### src/common/rvv_pkg.sv
`default_nettype none

package rvv_pkg;

  // Register geometry, LMUL fixed at 1 and SEW fixed at 8
  parameter int vlen_p      = 32;
  parameter int lane_w_p    = 8;
  parameter int num_lanes_p = vlen_p / lane_w_p;
  parameter int nreg_p      = 32;

  typedef logic [$clog2(nreg_p)-1:0] vreg_idx_t;
  typedef logic [vlen_p-1:0]         vreg_t;

  typedef enum logic [1:0] {
    vadd   = 2'd0,
    vsadd  = 2'd1,
    vsaddu = 2'd2,
    vssub  = 2'd3
  } alu_op_e;

  // Second operand form
  typedef enum logic [1:0] {
    vv = 2'd0,
    vx = 2'd1,
    vi = 2'd2
  } opsel_e;

  // Source-1 field, a register index for vv and an immediate for vi
  typedef union packed {
    vreg_idx_t         vs1;
    logic signed [4:0] simm5;
  } src1_u;

  typedef struct packed {
    alu_op_e     op;
    opsel_e      opsel;
    vreg_idx_t   vd;
    vreg_idx_t   vs2;
    src1_u       src1;
    logic [31:0] scalar;
  } rvv_cmd_t;

  typedef struct packed {
    alu_op_e   op;
    vreg_idx_t vd;
    vreg_idx_t vs2;
    logic      use_vs1;
    vreg_idx_t vs1;
    // Scalar or immediate already copied into every lane
    vreg_t     bcast;
  } rvv_uop_t;

  typedef struct packed {
    vreg_idx_t vd;
    vreg_t     data;
    logic      vxsat;
  } rvv_exe_t;

  typedef struct packed {
    vreg_idx_t vd;
    vreg_t     data;
    logic      vxsat;
  } rvv_retire_t;

endpackage

`default_nettype wire
### src/logic/rvv_backend.sv
`timescale 1ns/1ps
`default_nettype none

module rvv_backend import rvv_pkg::*; #(
  parameter int cq_depth   = 4,
  parameter int rt_credits = 2
) (
  input  logic        clk,
  input  logic        rst_n,
  input  logic        cmd_valid,
  input  rvv_cmd_t    cmd,
  output logic        cmd_credit,
  output logic        rt_valid,
  output rvv_retire_t rt,
  input  logic        rt_credit
);

  logic      deq_valid;
  rvv_cmd_t  deq;
  logic      deq_ready;
  logic      uop_valid;
  rvv_uop_t  uop;
  logic      stall_ex;
  logic      ex_valid;
  rvv_exe_t  ex;
  logic      res_full;
  logic      wb_clr;
  vreg_idx_t wb_idx;
  vreg_idx_t rd_idx_a;
  vreg_idx_t rd_idx_b;
  vreg_t     rd_data_a;
  vreg_t     rd_data_b;
  logic      wr_en;
  vreg_idx_t wr_idx;
  vreg_t     wr_data;

  rvv_cmd_queue #(.cq_depth(cq_depth)) u_cmd_queue (
    .clk, .rst_n, .cmd_valid, .cmd, .cmd_credit, .deq_valid, .deq, .deq_ready
  );

  rvv_decode u_decode (
    .clk, .rst_n, .deq_valid, .deq, .deq_ready, .uop_valid, .uop, .stall_ex,
    .wb_clr, .wb_idx
  );

  rvv_execute u_execute (
    .clk, .rst_n, .uop_valid, .uop, .stall_ex, .rd_idx_a, .rd_idx_b,
    .rd_data_a, .rd_data_b, .ex_valid, .ex, .res_full
  );

  rvv_result #(.rt_credits(rt_credits)) u_result (
    .clk, .rst_n, .ex_valid, .ex, .res_full, .wr_en, .wr_idx, .wr_data,
    .wb_clr, .wb_idx, .rt_valid, .rt, .rt_credit
  );

  rvv_vrf u_vrf (
    .clk, .rst_n, .rd_idx_a, .rd_idx_b, .rd_data_a, .rd_data_b,
    .wr_en, .wr_idx, .wr_data
  );

endmodule

`default_nettype wire

### src/logic/rvv_vrf.sv
`timescale 1ns/1ps
`default_nettype none

module rvv_vrf import rvv_pkg::*; (
  input  logic      clk,
  input  logic      rst_n,
  input  vreg_idx_t rd_idx_a,
  input  vreg_idx_t rd_idx_b,
  output vreg_t     rd_data_a,
  output vreg_t     rd_data_b,
  input  logic      wr_en,
  input  vreg_idx_t wr_idx,
  input  vreg_t     wr_data
);

  vreg_t regs [nreg_p];

  // Combinational read ports for execute
  assign rd_data_a = regs[rd_idx_a];
  assign rd_data_b = regs[rd_idx_b];

  // Architectural state starts at zero
  always_ff @(posedge clk or negedge rst_n) begin
    if (!rst_n) begin
      for (int i = 0; i < nreg_p; i++) begin
        regs[i] <= '0;
      end
    end else if (wr_en) begin
      regs[wr_idx] <= wr_data;
    end
  end

endmodule

`default_nettype wire

### src/result/rvv_result.sv
`timescale 1ns/1ps
`default_nettype none

module rvv_result import rvv_pkg::*; #(
  parameter int rt_credits = 2
) (
  input  logic        clk,
  input  logic        rst_n,
  input  logic        ex_valid,
  input  rvv_exe_t    ex,
  output logic        res_full,
  output logic        wr_en,
  output vreg_idx_t   wr_idx,
  output vreg_t       wr_data,
  output logic        wb_clr,
  output vreg_idx_t   wb_idx,
  output logic        rt_valid,
  output rvv_retire_t rt,
  input  logic        rt_credit
);

  localparam int crd_w = $clog2(rt_credits + 1);

  logic [crd_w-1:0] credits;
  logic             ent_valid;
  rvv_exe_t         ent;
  logic             send;
  logic             accept;

  // Entry leaves only while a retire credit is held
  assign send     = ent_valid && (credits != '0);
  assign res_full = ent_valid && !send;
  assign accept   = ex_valid && !res_full;

  // Write-back and scoreboard clear go out with the retire record
  assign wr_en   = rt_valid;
  assign wr_idx  = rt.vd;
  assign wr_data = rt.data;
  assign wb_clr  = rt_valid;
  assign wb_idx  = rt.vd;

  always_ff @(posedge clk) begin
    if (accept) begin
      ent <= ex;
    end
    if (send) begin
      rt.vd    <= ent.vd;
      rt.data  <= ent.data;
      rt.vxsat <= ent.vxsat;
    end
  end

  always_ff @(posedge clk or negedge rst_n) begin
    if (!rst_n) begin
      credits   <= crd_w'(rt_credits);
      ent_valid <= 1'b0;
      rt_valid  <= 1'b0;
    end else begin
      credits  <= credits - crd_w'(send) + crd_w'(rt_credit);
      rt_valid <= send;
      if (accept) begin
        ent_valid <= 1'b1;
      end else if (send) begin
        ent_valid <= 1'b0;
      end
    end
  end

endmodule

`default_nettype wire

### src/execute/rvv_execute.sv
`timescale 1ns/1ps
`default_nettype none

module rvv_execute import rvv_pkg::*; (
  input  logic      clk,
  input  logic      rst_n,
  input  logic      uop_valid,
  input  rvv_uop_t  uop,
  output logic      stall_ex,
  output vreg_idx_t rd_idx_a,
  output vreg_idx_t rd_idx_b,
  input  vreg_t     rd_data_a,
  input  vreg_t     rd_data_b,
  output logic      ex_valid,
  output rvv_exe_t  ex,
  input  logic      res_full
);

  vreg_t             opnd_b;
  vreg_t             res_data;
  logic              res_sat;
  logic [lane_w_p:0] lane_res [num_lanes_p];

  // Returns {clipped, result} for one lane
  function automatic logic [lane_w_p:0] lane_calc(alu_op_e op,
                                                  logic [lane_w_p-1:0] a,
                                                  logic [lane_w_p-1:0] b);
    logic [lane_w_p:0]   s_sum;
    logic [lane_w_p:0]   s_dif;
    logic [lane_w_p:0]   u_sum;
    logic [lane_w_p-1:0] s_max;
    logic [lane_w_p-1:0] s_min;
    s_max = {1'b0, {(lane_w_p-1){1'b1}}};
    s_min = {1'b1, {(lane_w_p-1){1'b0}}};
    s_sum = {a[lane_w_p-1], a} + {b[lane_w_p-1], b};
    s_dif = {a[lane_w_p-1], a} - {b[lane_w_p-1], b};
    u_sum = {1'b0, a} + {1'b0, b};
    case (op)
      vsadd: begin
        // Top two bits disagree on signed overflow
        if (s_sum[lane_w_p] != s_sum[lane_w_p-1]) begin
          lane_calc = {1'b1, s_sum[lane_w_p] ? s_min : s_max};
        end else begin
          lane_calc = {1'b0, s_sum[lane_w_p-1:0]};
        end
      end
      vsaddu: lane_calc = u_sum[lane_w_p] ? {1'b1, {lane_w_p{1'b1}}} : u_sum;
      vssub: begin
        if (s_dif[lane_w_p] != s_dif[lane_w_p-1]) begin
          lane_calc = {1'b1, s_dif[lane_w_p] ? s_min : s_max};
        end else begin
          lane_calc = {1'b0, s_dif[lane_w_p-1:0]};
        end
      end
      default: lane_calc = {1'b0, u_sum[lane_w_p-1:0]};
    endcase
  endfunction

  assign rd_idx_a = uop.vs2;
  assign rd_idx_b = uop.vs1;
  assign opnd_b   = uop.use_vs1 ? rd_data_b : uop.bcast;
  assign stall_ex = ex_valid & res_full;

  always_comb begin
    res_data = '0;
    res_sat  = 1'b0;
    for (int i = 0; i < num_lanes_p; i++) begin
      lane_res[i] = lane_calc(uop.op, rd_data_a[i*lane_w_p +: lane_w_p],
                              opnd_b[i*lane_w_p +: lane_w_p]);
      res_data[i*lane_w_p +: lane_w_p] = lane_res[i][lane_w_p-1:0];
      res_sat = res_sat | lane_res[i][lane_w_p];
    end
  end

  always_ff @(posedge clk) begin
    if (!stall_ex && uop_valid) begin
      ex.vd    <= uop.vd;
      ex.data  <= res_data;
      ex.vxsat <= res_sat;
    end
  end

  always_ff @(posedge clk or negedge rst_n) begin
    if (!rst_n) begin
      ex_valid <= 1'b0;
    end else if (!stall_ex) begin
      ex_valid <= uop_valid;
    end
  end

endmodule

`default_nettype wire

### src/decode/rvv_decode.sv
`timescale 1ns/1ps
`default_nettype none

module rvv_decode import rvv_pkg::*; (
  input  logic      clk,
  input  logic      rst_n,
  input  logic      deq_valid,
  input  rvv_cmd_t  deq,
  output logic      deq_ready,
  output logic      uop_valid,
  output rvv_uop_t  uop,
  input  logic      stall_ex,
  input  logic      wb_clr,
  input  vreg_idx_t wb_idx
);

  logic [nreg_p-1:0] busy;
  logic              use_vs1;
  logic              hazard;
  logic              issue;
  logic [7:0]        imm_byte;
  vreg_t             bcast;

  assign use_vs1 = (deq.opsel == vv);

  // Operands still being produced upstream of the register file
  // Also wait on vd so two writes to one register never overlap
  assign hazard = busy[deq.vs2]
                | (use_vs1 & busy[deq.src1.vs1])
                | busy[deq.vd];

  assign deq_ready = !stall_ex && !hazard;
  assign issue     = deq_valid & deq_ready;

  assign imm_byte = {{3{deq.src1.simm5[4]}}, deq.src1.simm5};

  always_comb begin
    case (deq.opsel)
      vx:      bcast = {num_lanes_p{deq.scalar[lane_w_p-1:0]}};
      vi:      bcast = {num_lanes_p{imm_byte}};
      default: bcast = '0;
    endcase
  end

  always_ff @(posedge clk) begin
    if (issue) begin
      uop.op      <= deq.op;
      uop.vd      <= deq.vd;
      uop.vs2     <= deq.vs2;
      uop.use_vs1 <= use_vs1;
      uop.vs1     <= deq.src1.vs1;
      uop.bcast   <= bcast;
    end
  end

  always_ff @(posedge clk or negedge rst_n) begin
    if (!rst_n) begin
      uop_valid <= 1'b0;
      busy      <= '0;
    end else begin
      if (!stall_ex) begin
        uop_valid <= issue;
      end
      // Set wins over a clear of the same register
      busy <= (busy & ~(nreg_p'(wb_clr) << wb_idx)) | (nreg_p'(issue) << deq.vd);
    end
  end

endmodule

`default_nettype wire

### src/logic/rvv_cmd_queue.sv
`timescale 1ns/1ps
`default_nettype none

module rvv_cmd_queue import rvv_pkg::*; #(
  parameter int cq_depth = 4
) (
  input  logic     clk,
  input  logic     rst_n,
  input  logic     cmd_valid,
  input  rvv_cmd_t cmd,
  output logic     cmd_credit,
  output logic     deq_valid,
  output rvv_cmd_t deq,
  input  logic     deq_ready
);

  localparam int ptr_w = (cq_depth > 1) ? $clog2(cq_depth) : 1;
  localparam int cnt_w = $clog2(cq_depth + 1);

  rvv_cmd_t           mem [cq_depth];
  logic [ptr_w-1:0]   wr_ptr;
  logic [ptr_w-1:0]   rd_ptr;
  logic [cnt_w-1:0]   count;
  logic               pop;

  // Sender credits mirror free slots, so a valid command always has room
  assign pop       = deq_valid & deq_ready;
  assign deq_valid = (count != '0);
  assign deq       = mem[rd_ptr];

  always_ff @(posedge clk) begin
    if (cmd_valid) begin
      mem[wr_ptr] <= cmd;
    end
  end

  always_ff @(posedge clk or negedge rst_n) begin
    if (!rst_n) begin
      wr_ptr     <= '0;
      rd_ptr     <= '0;
      count      <= '0;
      cmd_credit <= 1'b0;
    end else begin
      if (cmd_valid) begin
        wr_ptr <= (wr_ptr == ptr_w'(cq_depth - 1)) ? '0 : wr_ptr + 1'b1;
      end
      if (pop) begin
        rd_ptr <= (rd_ptr == ptr_w'(cq_depth - 1)) ? '0 : rd_ptr + 1'b1;
      end
      count      <= count + cnt_w'(cmd_valid) - cnt_w'(pop);
      // One credit back per entry handed to decode
      cmd_credit <= pop;
    end
  end

endmodule

`default_nettype wire

### config.mk
export PLATFORM = sky130hd
export DESIGN_NAME = rvv_backend
export DESIGN_NICKNAME = d
export VERILOG_FILES = /design/src/common/rvv_pkg.sv /design/src/logic/rvv_backend.sv /design/src/logic/rvv_vrf.sv /design/src/result/rvv_result.sv /design/src/execute/rvv_execute.sv /design/src/decode/rvv_decode.sv /design/src/logic/rvv_cmd_queue.sv
export SDC_FILE = /design/constraint.sdc
export NUM_CORES = 2
export LEC_CHECK = 0
export BUFFER_PORTS_ARGS = -buffer_cell sky130_fd_sc_hd__buf_4
export CORE_MARGIN = 1
export CORE_UTILIZATION = 37
export DETAILED_ROUTE_END_ITERATION = 8
export PLACE_DENSITY = 0.59
export SLEW_MARGIN = 20
export SYNTH_ARGS = -nofsm -noshare
export SYNTH_HDL_FRONTEND = slang
export SYNTH_SLANG_ARGS = --single-unit
### constraint.sdc
create_clock -name clk -period 7.1 [get_ports clk]
set_input_delay 1.065 -clock clk [delete_from_list [all_inputs] [get_ports clk]]
set_output_delay 1.065 -clock clk [all_outputs]
set_load 0.01 [all_outputs]
==> results.sh <==
export IMPL_fin_skew_ns=0.0318
export IMPL_status="complete, no violations"
export IMPL_synth_ff_type="dfrtp_1"
export IMPL_tritoncts="yes"
export IMPL_synth_cells=4428
export IMPL_grt_util_all_layers=0.211
export IMPL_hold_viol=0
export IMPL_hold_path_class="input port to async pin"
export IMPL_synth_distinct_cells=74
export IMPL_worst_pin_slew_ns=1.16
export IMPL_ant_nets=0
export IMPL_postCtsHoldBufs=0
export IMPL_netlist_area_sq_um=69400
export IMPL_placed_cell_area_sq_um=73000
export IMPL_maxClockFrequency_mhz=162
export IMPL_die_w_microns=435
export IMPL_antenna_found_initial=0
export IMPL_cts_buffers_inserted=148
export IMPL_slew_headroom=0.229
export IMPL_yosysWarnings=0
export IMPL_dpl_hpwl_microns=111000
export IMPL_cp_max_fo=37
export IMPL_layout_drive_gt1_share=0.498
export IMPL_worstPathRequired_ns=7.74
export IMPL_rsz0062_at_grt="no"
export IMPL_vias=41400
export IMPL_tns_ns=0
export IMPL_synthArstFlopShare=0.812
export IMPL_routed_wl_microns=199000
export IMPL_end_kind="flip-flop"
export IMPL_arrival_ns=6.82
export IMPL_placedCellCount=6718
export IMPL_clkTransAtPathRegs_ns=0.06
export IMPL_post_cts_buffers=0
export IMPL_syn_to_final_growth_pct=12.2
export IMPL_finalCriticalPeriod_ns=6.18
export IMPL_syn_nets=4572
export IMPL_post_drt_wl_per_cell_microns=28.5
export IMPL_io_buffers=70
export IMPL_cts_resized=0
export IMPL_drc=0
export IMPL_period_share=0.870
export IMPL_globalplace_congestion=0.858
export IMPL_drt_iter0_markers=3390
export IMPL_dieArea_sq_um=189000
export IMPL_cap_violations=0
export IMPL_ios=95
export IMPL_report_final_slew_viol_count=0
export IMPL_cp_start_kind="flip-flop"
export IMPL_clock_sinks=1318
export IMPL_clock_latency_ns=0.79
export IMPL_grt_pass1_vias=43000
export IMPL_viasPerCell=5.92
export IMPL_ys_seq_elements=1318
export IMPL_finalNonFillerCells=6988
export IMPL_synth_edf_count=248
export IMPL_cts_htree_levels=4
export IMPL_cts_root_buf="clkbuf_16"
export IMPL_fp_coreArea_sq_um=186000
export IMPL_seq_area_frac_synth=0.493
export IMPL_grt_pass1_wl_microns=298000
export IMPL_avgSynthCellArea_sq_um=15.7
export IMPL_start_util=0.373
export IMPL_setup_viol=0
export IMPL_crit_type="flip-flop to flip-flop"
export IMPL_grt_max_degree=160
export IMPL_rows=158
export IMPL_grt_remaining_overflow=0
export IMPL_final_cell_area_sq_um=77800
export IMPL_max_clock_path_buffers=3
export IMPL_nets=4534
export IMPL_drt_pass1_iter_count=5
export IMPL_die_h_microns=435
## critical path, stage by stage (launching register included)
cell,delay (ns)
edfxtp_1,0.37
buf_12,0.34
buf_12,0.37
mux4_2,0.55
mux4_2,0.51
nand2_1,0.11
a31o_2,0.22
ha_1,0.33
a21oi_1,0.25
o21ai_0,0.11
a21oi_1,0.20
o21ai_0,0.14
a21oi_1,0.31
nor2_1,0.14
xnor2_1,0.16
ha_1,0.40
inv_1,0.20
a2111oi_0,0.10
a311oi_1,0.65
o21ai_0,0.21
o221ai_1,0.12
o21a_1,0.19
## cell usage in the layout, fill, tap and decap left out, types with 9 or more instances in the layout
cell	count
nor3_1	18
nor2b_1	27
buf_4	182
o21a_1	9
a31o_2	30
inv_1	91
buf_12	22
xnor2_1	34
xor2_1	11
nand3_1	23
clkbuf_16	152
a22oi_1	18
o211ai_1	9
clkinv_1	16
o31ai_1	9
dfrtp_1	1068
fa_1	9
nand2b_1	50
a31oi_1	11
a32o_1	9
ha_1	80
nor2_4	16
a21o_1	11
edfxtp_1	248
mux2_2	1057
nand2_1	84
o21ai_0	63
clkbuf_8	24
nand2_4	16
mux2i_1	51
a21oi_1	59
mux4_2	673
o21bai_1	11
a211oi_1	13
clkinv_2	22
clkbuf_1	36
nor2_1	81
## registers in the layout, indices dropped and copies added (netlist names)
name	flops
u_cmd_queue.cmd_credit	1
u_cmd_queue.count	3
u_cmd_queue.mem	108
u_cmd_queue.rd_ptr	2
u_cmd_queue.wr_ptr	2
u_decode.busy	32
u_decode.uop	26
u_decode.uop_valid	1
u_execute.ex	38
u_execute.ex_valid	1
u_result.credits	2
u_result.ent	38
u_result.ent_valid	1
u_result.rt	1
u_result.rt_valid	1
u_result.wb_idx	5
u_result.wr_data	32
u_vrf.regs	1024
## logic make-up (layout without fill, tap and decap cells)
group	Yosys count	after routing	synth area share
flip-flops	1318	1318	0.493
adder cells (fa/ha/maj)	89	89	0.0170
XOR/XNOR	45	45	0.00568
other	0	1	0
multiplexers	1781	1781	0.398
AND/OR/NAND/NOR	382	382	0.0270
AO/OA/AOI/OAI	325	325	0.0325
buffers and inverters	488	567	0.0267
## metal layers
layer,vias up,share of wire,track usage
met1,22700,0.44,0.300
met4,0,0.032,0.0708
met2,1219,0.47,0.333
li1,17200,-,-
met5,-,0,0
met3,326,0.054,0.0305
## final timing paths
| path | depth (start not counted) | startpoint | to | slack [ns] |
|---|---|---|---|---|
| min in group clk | 0 | u_result.ent[32] | u_result.wr_data[31] | 0.41 |
| worst max register to register | 21 | u_decode.uop[32] | u_execute.ex[15] | 0.92 |
| worst min-delay path | 1 | rst_n | u_vrf.regs[267] | 0.39 |
| worst max-delay path | 21 | u_decode.uop[32] | u_execute.ex[15] | 0.92 |
| max in group asynchronous | 2 | rst_n | u_vrf.regs[94] | 5.19 |
| worst min register to register | 0 | u_result.ent[32] | u_result.wr_data[31] | 0.41 |
## area by class of cell
class	instances	area [sq um]
fillers	16700	108000
clock inverters	55	467
multi-input cells	2622	33600
clock buffers	212	4270
diodes	1	2.50
well taps	2480	3100
repair buffers	207	1850
inverters	93	349
flip-flops and latches	1318	34200
## through the flow
stage / worst slack [ns] / hold WS [ns] / utilization
after detailed placement: 0.985 / 0.405 / 0.393
after global routing: 0.539 / 0.420 / 0.419
after CTS: 0.927 / 0.366 / 0.419
after global placement: 1.04 / 0.402 / 0.393
final: 0.922 / 0.385 / 0.419
after floorplan: 1.17 / 0.400 / -
## cells in the mapped netlist (all sizes together) (10+ instances only)
library cell  count  share of area
mux2i            51         0.0074
xor2             11         0.0014
nor2b            29         0.0026
ha               80          0.014
o21ai            68         0.0049
edfxtp          248           0.11
a31oi            11        0.00099
mux2           1057           0.17
nor2             98         0.0053
and2             12         0.0011
nand3            23         0.0017
nand2b           50         0.0045
buf             103         0.0058
nand2           100         0.0054
nor3             18         0.0013
mux4            673           0.22
dfrtp          1069           0.39
a22oi            18         0.0019
a211oi           14         0.0016
inv              91         0.0049
a21oi            59         0.0043
a31o             30         0.0038
a21o             11         0.0012
xnor2            34         0.0043
clkbuf          292          0.016
o21bai           11         0.0012
o21a             10         0.0011
Power is left out: the tool's default activity adds up to more than one toggle a clock period on the data nets, which glitch-free logic cannot reach.
